==> config.mk <==
export PLATFORM = sky130hd
export DESIGN_NAME = adc_cfg_top
export DESIGN_NICKNAME = d
export VERILOG_FILES = /design/src/common/adc_cfg_pkg.sv /design/src/spi/spi_bit_timer.sv /design/src/spi/spi_shifter.sv /design/src/verilog/cfg_sequencer.sv /design/src/verilog/adc_cfg_top.sv
export SDC_FILE = /design/constraint.sdc
export NUM_CORES = 1
export LEC_CHECK = 0
export BUFFER_PORTS_ARGS = -buffer_cell sky130_fd_sc_hd__buf_4
export CAP_MARGIN = 20
export CORE_UTILIZATION = 55
export DETAILED_ROUTE_END_ITERATION = 10
export PLACE_DENSITY = 0.86
export SLEW_MARGIN = 30
export SYNTH_ARGS = -nofsm -noshare
export SYNTH_HDL_FRONTEND = slang
export SYNTH_HIERARCHICAL = 1
export SYNTH_SLANG_ARGS = --single-unit
export TNS_END_PERCENT = 1
==> constraint.sdc <==
create_clock -name hz_clk -period 2.6 [get_ports hz_clk]
set_input_delay 0.13 -clock hz_clk [delete_from_list [all_inputs] [get_ports hz_clk]]
set_output_delay 0.13 -clock hz_clk [all_outputs]
set_load 0.01 [all_outputs]
==> src/common/adc_cfg_pkg.sv <==
package adc_cfg_pkg;

	////////////////////////////////////////////////////////////////////////////
	// SPI frame layout of the LTC2195

	localparam int FRAME_BITS = 16;	// Bits per SPI transfer

	typedef struct packed {
		logic       rw;	// 0 = write, read-back not supported
		logic [6:0] reg_addr;
		logic [7:0] reg_data;
	} spi_frame_t;

	////////////////////////////////////////////////////////////////////////////
	// Host command and pin bundles

	typedef struct packed {
		logic        strobe;	// One-cycle command strobe
		logic [15:0] addr;	// Upper byte selects the command
		logic [15:0] data;	// Only the low byte reaches the ADC
	} cfg_cmd_t;

	typedef struct packed {
		logic scs0;	// Chip select ADC0, active low
		logic scs1;	// Chip select ADC1, active low
		logic sck;
		logic sdo;
	} spi_pins_t;

	typedef enum logic [3:0] {
		ST_STARTUP,	// Power-up wait
		ST_LOAD,	// Wait for ready, latch next frame
		ST_PULSE,	// Trigger high
		ST_RELEASE,	// Trigger low again
		ST_IDLE	// Waiting for host writes
	} seq_state_t;

	localparam logic [7:0] WRITE_PREFIX = 8'h31;	// addr[15:8] of a host write

	// Soft reset, two's complement format, two-lane output
	localparam int INIT_COUNT = 3;
	localparam spi_frame_t INIT_FRAMES [INIT_COUNT] = '{
		'{rw: 1'b0, reg_addr: 7'h00, reg_data: 8'h80},
		'{rw: 1'b0, reg_addr: 7'h01, reg_data: 8'h20},
		'{rw: 1'b0, reg_addr: 7'h02, reg_data: 8'h00}
	};

endpackage

==> src/spi/spi_bit_timer.sv <==
module spi_bit_timer #(
	parameter int SPI_CLK_DIV = 10	// hz_clk cycles per SCK half period
) (
	input  logic hz_clk,
	input  logic rst_in,
	input  logic run,	// Frame active
	output logic sck,	// SPI clock, idles low
	output logic shift,	// One cycle, on each falling edge
	output logic last_bit	// One cycle, falling edge after the 16th rise
);

	localparam int DIV_W = $clog2(SPI_CLK_DIV + 1);
	localparam int BIT_W = $clog2(adc_cfg_pkg::FRAME_BITS + 1);

	logic [DIV_W-1:0] div_cnt;	// Half-period divider
	logic [BIT_W-1:0] bit_cnt;	// Rising edges so far
	logic             half_done;	// Divider at terminal count

	assign half_done = (div_cnt == DIV_W'(SPI_CLK_DIV - 1));

	////////////////////////////////////////////////////////////////////////////
	// Divider and bit counter

	always_ff @(posedge hz_clk or posedge rst_in) begin
		if (rst_in) begin
			div_cnt  <= '0;
			bit_cnt  <= '0;
			sck      <= 1'b0;
			shift    <= 1'b0;
			last_bit <= 1'b0;
		end else if (!run) begin
			// Everything parked between frames
			div_cnt  <= '0;
			bit_cnt  <= '0;
			sck      <= 1'b0;
			shift    <= 1'b0;
			last_bit <= 1'b0;
		end else begin
			shift    <= 1'b0;
			last_bit <= 1'b0;
			if (half_done) begin
				div_cnt <= '0;
				sck     <= ~sck;
				if (!sck) begin
					bit_cnt <= bit_cnt + BIT_W'(1);	// Rising edge, ADC samples sdo
				end else begin
					shift <= 1'b1;	// Falling edge, next bit out
					if (bit_cnt == BIT_W'(adc_cfg_pkg::FRAME_BITS))
						last_bit <= 1'b1;
				end
			end else begin
				div_cnt <= div_cnt + DIV_W'(1);
			end
		end
	end

endmodule

==> src/spi/spi_shifter.sv <==
module spi_shifter #(
	parameter int SPI_CLK_DIV = 10
) (
	input  logic                    hz_clk,
	input  logic                    rst_in,
	input  logic                    trigger,	// Start, only honoured while ready
	input  adc_cfg_pkg::spi_frame_t frame,
	output logic                    ready,	// Low from trigger until CS rises
	output adc_cfg_pkg::spi_pins_t  spi
);

	localparam int TAIL_W = $clog2(SPI_CLK_DIV + 1);

	logic [adc_cfg_pkg::FRAME_BITS-1:0] shreg;	// MSB drives sdo
	logic              cs_n;	// Shared by both ADCs
	logic              run;	// Enables the bit timer
	logic              tail;	// Waiting the last half period
	logic [TAIL_W-1:0] tail_cnt;
	logic              sck;
	logic              shift;
	logic              last_bit;

	spi_bit_timer #(
		.SPI_CLK_DIV(SPI_CLK_DIV)
	) i_bit_timer (
		.hz_clk   (hz_clk),
		.rst_in   (rst_in),
		.run      (run),
		.sck      (sck),
		.shift    (shift),
		.last_bit (last_bit)
	);

	////////////////////////////////////////////////////////////////////////////
	// Frame control and shift register

	always_ff @(posedge hz_clk or posedge rst_in) begin
		if (rst_in) begin
			shreg    <= '0;	// Keeps sdo low out of reset
			cs_n     <= 1'b1;
			run      <= 1'b0;
			ready    <= 1'b1;
			tail     <= 1'b0;
			tail_cnt <= '0;
		end else begin
			if (trigger && ready) begin
				shreg <= frame;
				cs_n  <= 1'b0;	// Both ADCs selected
				run   <= 1'b1;
				ready <= 1'b0;
			end else if (shift) begin
				shreg <= {shreg[adc_cfg_pkg::FRAME_BITS-2:0], 1'b0};	// Zeros fill in
			end
			if (last_bit) begin
				run      <= 1'b0;	// sck already low here
				tail     <= 1'b1;
				tail_cnt <= TAIL_W'(1);	// One cycle since the falling edge
			end else if (tail) begin
				// CS release a half period after the last falling edge
				if (tail_cnt >= TAIL_W'(SPI_CLK_DIV - 1)) begin
					cs_n  <= 1'b1;
					ready <= 1'b1;
					tail  <= 1'b0;
				end else begin
					tail_cnt <= tail_cnt + TAIL_W'(1);
				end
			end
		end
	end

	assign spi.scs0 = cs_n;
	assign spi.scs1 = cs_n;	// Chip selects toggle together
	assign spi.sck  = sck;
	assign spi.sdo  = shreg[adc_cfg_pkg::FRAME_BITS-1];

endmodule

==> src/verilog/cfg_sequencer.sv <==
module cfg_sequencer #(
	parameter int STARTUP_CYCLES = 255
) (
	input  logic                    hz_clk,
	input  logic                    rst_in,
	input  adc_cfg_pkg::cfg_cmd_t   cmd,
	input  logic                    ready,	// SPI master idle
	output logic                    trigger,	// Start one SPI frame
	output adc_cfg_pkg::spi_frame_t frame	// Frame for the SPI master
);

	localparam int START_W = $clog2(STARTUP_CYCLES + 1);
	localparam int IDX_W   = $clog2(adc_cfg_pkg::INIT_COUNT + 1);

	adc_cfg_pkg::seq_state_t state;
	logic [START_W-1:0]      start_cnt;	// Start-up down-counter
	logic [IDX_W-1:0]        init_idx;	// Next init frame to send
	logic                    host_pending;	// Host write waiting in ST_LOAD
	adc_cfg_pkg::spi_frame_t host_frame;	// Frame built from the host command
	logic                    cmd_write;	// Strobe with the write prefix
	logic                    init_left;	// Init frames still to go

	assign cmd_write = cmd.strobe && (cmd.addr[15:8] == adc_cfg_pkg::WRITE_PREFIX);
	assign init_left = init_idx < IDX_W'(adc_cfg_pkg::INIT_COUNT);

	////////////////////////////////////////////////////////////////////////////
	// Control FSM

	always_ff @(posedge hz_clk or posedge rst_in) begin
		if (rst_in) begin
			state        <= adc_cfg_pkg::ST_STARTUP;
			start_cnt    <= START_W'(STARTUP_CYCLES);
			init_idx     <= '0;
			host_pending <= 1'b0;
			trigger      <= 1'b0;
		end else begin
			case (state)
				adc_cfg_pkg::ST_STARTUP: begin
					// ADC needs time after power-up before it takes writes
					if (start_cnt <= START_W'(1))
						state <= adc_cfg_pkg::ST_LOAD;
					else
						start_cnt <= start_cnt - START_W'(1);
				end
				adc_cfg_pkg::ST_LOAD: begin
					if (ready) begin	// Previous frame done, frame reg free
						if (init_left || host_pending) begin
							trigger <= 1'b1;
							state   <= adc_cfg_pkg::ST_PULSE;
							if (init_left)
								init_idx <= init_idx + IDX_W'(1);
							else
								host_pending <= 1'b0;
						end else begin
							state <= adc_cfg_pkg::ST_IDLE;	// Nothing left to send
						end
					end
				end
				adc_cfg_pkg::ST_PULSE: begin
					trigger <= 1'b0;	// Single-cycle trigger
					state   <= adc_cfg_pkg::ST_RELEASE;
				end
				adc_cfg_pkg::ST_RELEASE: begin
					state <= adc_cfg_pkg::ST_LOAD;	// Wait there for the frame to finish
				end
				adc_cfg_pkg::ST_IDLE: begin
					// Strobes outside idle are dropped
					if (cmd_write) begin
						host_pending <= 1'b1;
						state        <= adc_cfg_pkg::ST_LOAD;
					end
				end
				default: state <= adc_cfg_pkg::ST_IDLE;
			endcase
		end
	end

	////////////////////////////////////////////////////////////////////////////
	// Frame registers

	always_ff @(posedge hz_clk) begin
		if (state == adc_cfg_pkg::ST_IDLE && cmd_write) begin
			host_frame.rw       <= 1'b0;	// Write only
			host_frame.reg_addr <= cmd.addr[6:0];
			host_frame.reg_data <= cmd.data[7:0];
		end
		// Latched together with the trigger, stays put while in flight
		if (state == adc_cfg_pkg::ST_LOAD && ready && (init_left || host_pending)) begin
			if (init_left)
				frame <= adc_cfg_pkg::INIT_FRAMES[init_idx];
			else
				frame <= host_frame;
		end
	end

endmodule

==> src/verilog/adc_cfg_top.sv <==
module adc_cfg_top #(
	parameter int SPI_CLK_DIV    = 10,	// hz_clk cycles per SCK half period
	parameter int STARTUP_CYCLES = 255	// Wait after reset before the init writes
) (
	input  logic                   hz_clk,
	input  logic                   rst_in,
	input  adc_cfg_pkg::cfg_cmd_t  cmd,	// Host command, strobe is one cycle
	output adc_cfg_pkg::spi_pins_t spi	// Shared SCK/SDO, two chip selects
);

	////////////////////////////////////////////////////////////////////////////
	// Sequencer to SPI master

	logic                    trigger;	// One-cycle start pulse
	logic                    ready;	// High while no frame is in flight
	adc_cfg_pkg::spi_frame_t frame;	// Held until ready returns

	// Start-up wait, init writes and host writes
	cfg_sequencer #(
		.STARTUP_CYCLES(STARTUP_CYCLES)
	) i_sequencer (
		.hz_clk  (hz_clk),
		.rst_in  (rst_in),
		.cmd     (cmd),
		.ready   (ready),
		.trigger (trigger),
		.frame   (frame)
	);

	// 16-bit write-only SPI master
	spi_shifter #(
		.SPI_CLK_DIV(SPI_CLK_DIV)
	) i_shifter (
		.hz_clk  (hz_clk),
		.rst_in  (rst_in),
		.trigger (trigger),
		.frame   (frame),
		.ready   (ready),
		.spi     (spi)
	);

endmodule

==> run metrics, run 1 <==
Cells after Synth 304; status complete, no violations; total number of vias 2274; Resize count post-CTS 0; Yosys reg bits 81; CTS Buffer Depth 2; WL final 6.33 mm; post-synthesis sequential area ratio 60.5%; Post-synth EDFFs 30; Reg2Reg Capture Point i_sequencer/host_frame[3]$_DFFE_PP_; Final Critical Period 2.10 ns; Arr. time, crit path 2.16 ns; Synth top area share 28.4%; dpl ws 0.552 ns; final net count 395; clock latency on the worst-skew pair 0.36 ns; Placer Congestion 0.755; vias per cell 5.30; CP startpoint kind flip-flop; FFs w/ async S/R, synth 63.0%; Slew headroom 48.0%; syn nets 352; Initial Utilization 57.0%; first-pass GRT wire length 10.8 mm; CTS tree built; die area 0.00690 sq mm; initial antenna violation count 0; Max Freq 475 MHz; final critical-path share of the clock period 81.0%; Clock Root Buffer clkbuf_8; Max-Cap Viols 0; hold path depth 3; Mean Syn Cell Area 11.9 sq um; Leak 1.68 nW; Rows 29; Antenna Cells 0; Final HPWL DP 3.82 mm; WHS Endpoint i_sequencer/state[2]$_DFFE_PP0P_; CP Max Fanout 16; H-tree depth 3; Unique masters post-synth 47; power per cell area 576 mW/mm^2; most common cell after layout, fill and taps aside dfrtp_1; TritonRoute pass-1 iters 4; wire per inst 14.8 um; FF-to-FF Start i_sequencer/state[1]$_DFFE_PP0P_; final worst slack 0.495 ns; Synth area leaders dfrtp_1 28%, edfxtp_1 25%, dfstp_2 7.3%; Cells after DPL 397; final hold vios 0; most frequent cells in the layout 41 x dfrtp_1, 34 x nand2_1, 33 x buf_4, 30 x edfxtp_1, 21 x mux2i_1; GR Util All Layers 20.3%; Hold Path Class in -> reg; Worst Reg-to-Reg Cells 4; post-layout util 67.0%; Synth Warn # 6; count of final setup violators 0; I/O pin cnt 39; PortBufs 29; Fin Setup TNS 0 ns; hold wc startpoint cmd[30]; pin count of the biggest net entering global routing 35; Worst R2R Setup Slack 0.50 ns; Setup CP Type reg -> reg; vias in the first global route 2338; area leader, netlist dfrtp_1; Power, Total 2.45 mW; Die X 83.1 um; Post-Syn Area 0.00362 sq mm; crit path from i_sequencer/state[1]$_DFFE_PP0P_; share of cells above drive strength 1 20.5%; CTS buffer count 9; layout overhead on the synthesized area 17.7%; Non-Filler Instances 429; clock sink count 81; unrepaired setup endpoints after global routing no; DR DRC count 0; Chip Height 83.1 um; Worst IR Drop VDD 0.552 mV; crit end category flip-flop; Slew Limit Fails 0; DRT iter0 DRCs 171; Reg clk slew, reported paths 0.09 ns; Detail Route Antenna Nets 0; Most used DFF post-synth dfrtp_1; GRT Residual Overflow 0; critical path required time 2.66 ns; CORE AREA 0.00635 sq mm; Slew @ Worst Pin 0.781 ns; Clock Skews 0.0115 ns
==> timing repair <==
item	4_1_cts	5_1_grt
hold endpoints to repair	36	0
hold buffers	16	0
setup buffers	0	0
==> layer usage <==
layer	routed length (um)	up-vias	global-route usage (%)
met3	201	13	4.77
li1	-	1106	-
met2	3270	52	34.0
met5	0	-	0
met1	2710	1103	24.5
met4	153	0	10.8
==> through the flow <==
stage	hold slack [ns]	area, sq um
global route	0.0443	4260
CTS	0.0187	4260
floorplan	-0.00530	3620
detailed placement	0.204	3870
finish	0.0379	4260
global placement	0.190	3870
==> power breakdown <==
group	switching (mW)	leakage, nW	internal [mW]
sequential	0.00501	0.904	1.32
clock	0.489	0.117	0.559
combinational	0.0298	0.658	0.0435
total	0.524	1.68	1.93
==> registers in the layout, summed over array words and instances, names as in the netlist <==
signal and cells:
i_shifter/shreg 16, i_sequencer/frame 15, i_sequencer/host_frame 15, i_sequencer/start_cnt 8, i_shifter/i_bit_timer/bit_cnt 5, i_shifter/i_bit_timer/div_cnt 4
i_shifter/tail_cnt 4, i_sequencer/state 3, i_sequencer/init_idx 2, i_sequencer/host_pending 1, i_sequencer/trigger 1, i_shifter/cs_n 1
i_shifter/i_bit_timer/last_bit 1, i_shifter/i_bit_timer/sck 1, i_shifter/i_bit_timer/shift 1, i_shifter/ready 1, i_shifter/run 1, i_shifter/tail 1
==> how the worst max path moves through the flow <==
stage | cells after the start | slack, ns | endpoint
after floorplan | 3 | 0.49 | i_sequencer/frame[0]$_DFFE_PP_
after global routing | 4 | 0.36 | i_sequencer/host_frame[3]$_DFFE_PP_
after CTS | 6 | 0.54 | i_sequencer/start_cnt[6]$_DFFE_PP1P_
after detailed placement | 4 | 0.55 | i_sequencer/host_frame[4]$_DFFE_PP_
final | 4 | 0.50 | i_sequencer/host_frame[3]$_DFFE_PP_
after global placement | 4 | 0.59 | i_sequencer/host_frame[4]$_DFFE_PP_
==> synthesized netlist by cell type, types with 7 or more instances <==
cell and n:
inv_1 16, nor2_1 20, and2_1 15, xnor2_1 9, dfrtp_1 41, ha_1 13, o21ai_0 19, nand2_1 34
buf_4 7, nand2b_1 10, dfstp_2 10, edfxtp_1 30, mux2i_1 21
==> kinds of logic (layout without fill, tap and decap cells) <==
| kind of cell | Yosys count | after routing | share of synthesized area (%) |
|---|---|---|---|
| AO/OA/AOI/OAI | 35 | 35 | 5.95 |
| AND/OR/NAND/NOR | 108 | 108 | 15.7 |
| multiplexers | 24 | 24 | 6.74 |
| XOR/XNOR | 9 | 9 | 2.18 |
| flip-flops | 81 | 81 | 60.5 |
| buffers and inverters | 33 | 81 | 4.29 |
| adder cells (fa/ha/maj) | 13 | 13 | 4.50 |
| other | 1 | 1 | 0.104 |
==> layout make-up <==
| cell class | instances | area, sq um |
|---|---|---|
| sequential | 81 | 2190 |
| fill | 422 | 2090 |
| multi-input combinational | 190 | 1270 |
| timing repair buffer | 49 | 408 |
| clock buffer | 9 | 124 |
| clock inverter | 7 | 106 |
| tap | 77 | 96.3 |
| inverter | 16 | 60.1 |
==> critical path, cell delays in order, from the launching register on <==
cell and delay, ns:
dfrtp_1 0.45, or4_1 0.57, nor4_2 0.36, and2_1 0.18, buf_4 0.24
(Power assumes the default switching activity.)
==> inputs of run 2 (changes only) <==
--- a/config.mk
+++ b/config.mk
@@ -7,7 +7,7 @@
 export LEC_CHECK = 0
 export BUFFER_PORTS_ARGS = -buffer_cell sky130_fd_sc_hd__buf_4
 export CAP_MARGIN = 20
-export CORE_UTILIZATION = 55
+export CORE_UTILIZATION = 52
 export DETAILED_ROUTE_END_ITERATION = 10
 export PLACE_DENSITY = 0.86
 export SLEW_MARGIN = 30
==> constraint.sdc (replaced) <==
create_clock -name hz_clk -period 1.8 [get_ports hz_clk]
set_input_delay 0.09 -clock hz_clk [delete_from_list [all_inputs] [get_ports hz_clk]]
set_output_delay 0.09 -clock hz_clk [all_outputs]
set_load 0.01 [all_outputs]
==> run metrics, run 2 (synthesis gave the netlist of run 1 again) <==
Setup CP Type reg -> reg; I/O pin cnt 39 (unchanged); critical path required time 1.85 ns (-0.81 ns); Final HPWL DP 4.05 mm (+6.0%); top flop regs i_shifter/shreg: 16 flops, i_sequencer/frame: 15 flops, i_sequencer/host_frame: 15 flops; post-layout util 65.5% (-1.5 points); H-tree depth 3 (unchanged); GRT Residual Overflow 0 (unchanged); Die X 85.4 um (+2.8%); Worst R2R Setup Slack -0.02 ns (-0.52 ns); WHS Endpoint i_sequencer/state[2]$_DFFE_PP0P_; TritonRoute pass-1 iters 7 (+3); # fillers 491 (+16%); CP Max Fanout 8 (-8); failing checks design-rule violations, negative setup slack; Slew @ Worst Pin 0.596 ns (-0.185 ns); Placer Congestion 0.826 (+9.4%); GR Util All Layers 18.6% (-1.7 points); wire per inst 13.5 um (-8.7%); Chip Height 85.4 um (+2.8%); CP startpoint kind flip-flop; CTS Buffer Depth 2 (unchanged); hold path depth 4 (+1); logic gate share of total power 3.4% (+0.4 points); most frequent cells in the layout 45 x buf_4, 41 x dfrtp_1, 34 x nand2_1, 30 x edfxtp_1, 21 x mux2i_1; Clock Root Buffer clkbuf_8; Final Critical Period 1.82 ns (-0.281 ns); die area 0.00729 sq mm (+5.6%); DR DRC count 2 (+2); unrepaired setup endpoints after global routing yes; Clk pwr share 41.2% (-1.6 points); CTS buffer count 9 (unchanged); Detail Route Antenna Nets 0 (unchanged); final net count 411 (+4.1%); initial antenna violation count 0 (unchanged); power per cell area 781 mW/mm^2 (+36%); crit end category flip-flop; final instance area 0.00443 sq mm (+4.0%); DRT iter0 DRCs 197 (+15%); Max Freq 548 MHz (+15%); Reg2Reg Capture Point i_sequencer/host_frame[11]$_DFFE_PP_; vias per cell 5.08 (-4.2%); share of cells above drive strength 1 25.3% (+4.8 points); first-pass GRT wire length 10.4 mm (-3.4%); Leak 1.76 nW (+5.1%); final critical-path share of the clock period 101% (+20 points); Worst IR Drop VDD 0.614 mV (+11%); Internal Pwr Total 2.77 mW (+44%); layout overhead on the synthesized area 22.4%; clock sink count 81 (unchanged); Antenna Cells 0 (unchanged); Clock Skews 0.0103 ns (-0.00125 ns); Initial Utilization 53.5% (-3.4 points); status finished, violations left; FF-to-FF Start i_sequencer/state[0]$_DFFE_PP0P_; clock latency on the worst-skew pair 0.34 ns (-0.02 ns); hold wc startpoint cmd[30]; Slew Limit Fails 0 (unchanged); max reg flops 16 (unchanged); most common cell after layout, fill and taps aside buf_4; total number of vias 2274 (unchanged); CORE AREA 0.00676 sq mm (+6.4%); CTS tree built; vias in the first global route 2308 (-1.3%); Max-Cap Viols 0 (unchanged); PortBufs 29 (unchanged); Hold Path Class in -> reg; most flop-heavy register i_shifter/shreg; Reg clk slew, reported paths 0.08 ns (about the same); count of final setup violators 15 (+15); Psw 691 uW (+32%); final worst slack -0.0243 ns (-0.519 ns); DP Area 0.00399 sq mm (+3.2%); Rows 30 (+3.4%); Arr. time, crit path 1.88 ns (-0.28 ns); pin count of the biggest net entering global routing 35 (unchanged); Switching Fraction 20.0% (-1.4 points); final hold vios 0 (unchanged); sequential fraction of design power 55.5% (+1.3 points); WL final 6.04 mm (-4.7%); Slew headroom 59.9% (+12 points); Worst Reg-to-Reg Cells 3 (-1)
==> run 2: changes by cell type in the layout (fill, tap and decap cells not counted), moves of 2 or more <==
| cell | delta |
|---|---|
| nor2_1 | -2 |
| buf_6 | +2 |
| and2_4 | +2 |
| inv_6 | -2 |
| buf_4 | +12 |
==> run 2: cell type report <==
| cell class | count | area [sq um] | share of cell area [%] |
|---|---|---|---|
| clock buffers | 10 | 128 | 2.88 |
| clock inverters | 6 | 90.1 | 2.03 |
| inverters | 16 | 60.1 | 1.36 |
| multi-input cells | 191 | 1320 | 29.8 |
| flip-flops and latches | 81 | 2190 | 49.4 |
| well taps | 80 | 100 | 2.26 |
| repair buffers | 64 | 541 | 12.2 |
==> run 2: worst max-delay path by stage <==
stage | start | to | slack, ns | cells after the start
after global routing | i_sequencer/state[0]$_DFFE_PP0P_ | i_sequencer/host_frame[11]$_DFFE_PP_ | -0.08 | 3
after detailed placement | i_sequencer/state[1]$_DFFE_PP0P_ | i_sequencer/host_frame[4]$_DFFE_PP_ | -0.11 | 3
after CTS | i_sequencer/state[0]$_DFFE_PP0P_ | i_sequencer/host_frame[11]$_DFFE_PP_ | -0.08 | 3
final | i_sequencer/state[0]$_DFFE_PP0P_ | i_sequencer/host_frame[11]$_DFFE_PP_ | -0.02 | 3
after floorplan | i_sequencer/start_cnt[0]$_DFFE_PP1P_ | i_sequencer/start_cnt[7]$_DFFE_PP1P_ | -0.06 | 6
after global placement | i_sequencer/state[1]$_DFFE_PP0P_ | i_sequencer/host_frame[3]$_DFFE_PP_ | -0.08 | 3
==> run 2: per-stage QoR <==
step,setup TNS (ns),worst slack (ns),hold slack [ns],power (mW),cells
final,-0.322,-0.0243,0.165,3.46,448
after global routing,-1.08,-0.0770,0.183,3.57,448
after CTS,-1.03,-0.0794,0.148,3.50,446
after detailed placement,-1.94,-0.105,0.157,2.04,413
after global placement,-1.22,-0.0794,0.144,2.04,413
after floorplan,-1.04,-0.0592,-0.0453,1.99,304
==> run 2: power groups by stage <==
stage | registers, mW | clock network, mW | logic [mW]
4_1_cts | 1.92 | 1.47 | 0.117
3_3_place_gp | 1.95 | 0 | 0.0826
2_1_floorplan | 1.95 | 0 | 0.0330
6_report | 1.92 | 1.42 | 0.116
3_5_place_dp | 1.95 | 0 | 0.0851
5_1_grt | 1.92 | 1.52 | 0.129
==> run 2: what timing repair did <==
item / in CTS / in global routing
cloned: 1 / 0
buffers inserted: 0 / 2
hold buffers: 16 / 0
hold endpoints to repair: 56 / 0
pin swaps: 5 / 7
resized for setup: 4 / 7
setup endpoints to repair: 25 / 23
==> run 2: worst max-delay path, cell delays in order, from the launching register on <==
cell and delay (ns):
dfrtp_1 0.38, or4_4 0.49, nor4_4 0.38, and2_4 0.28
==> run 2: metal layers <==
metal  GRT usage, %  vias up  wire length, um
li1               -     1139                -
met1           23.5     1095             2680
met2           30.6       33             3140
met3           4.09        7              133
met4           8.94        0               87
met5              0        -                0
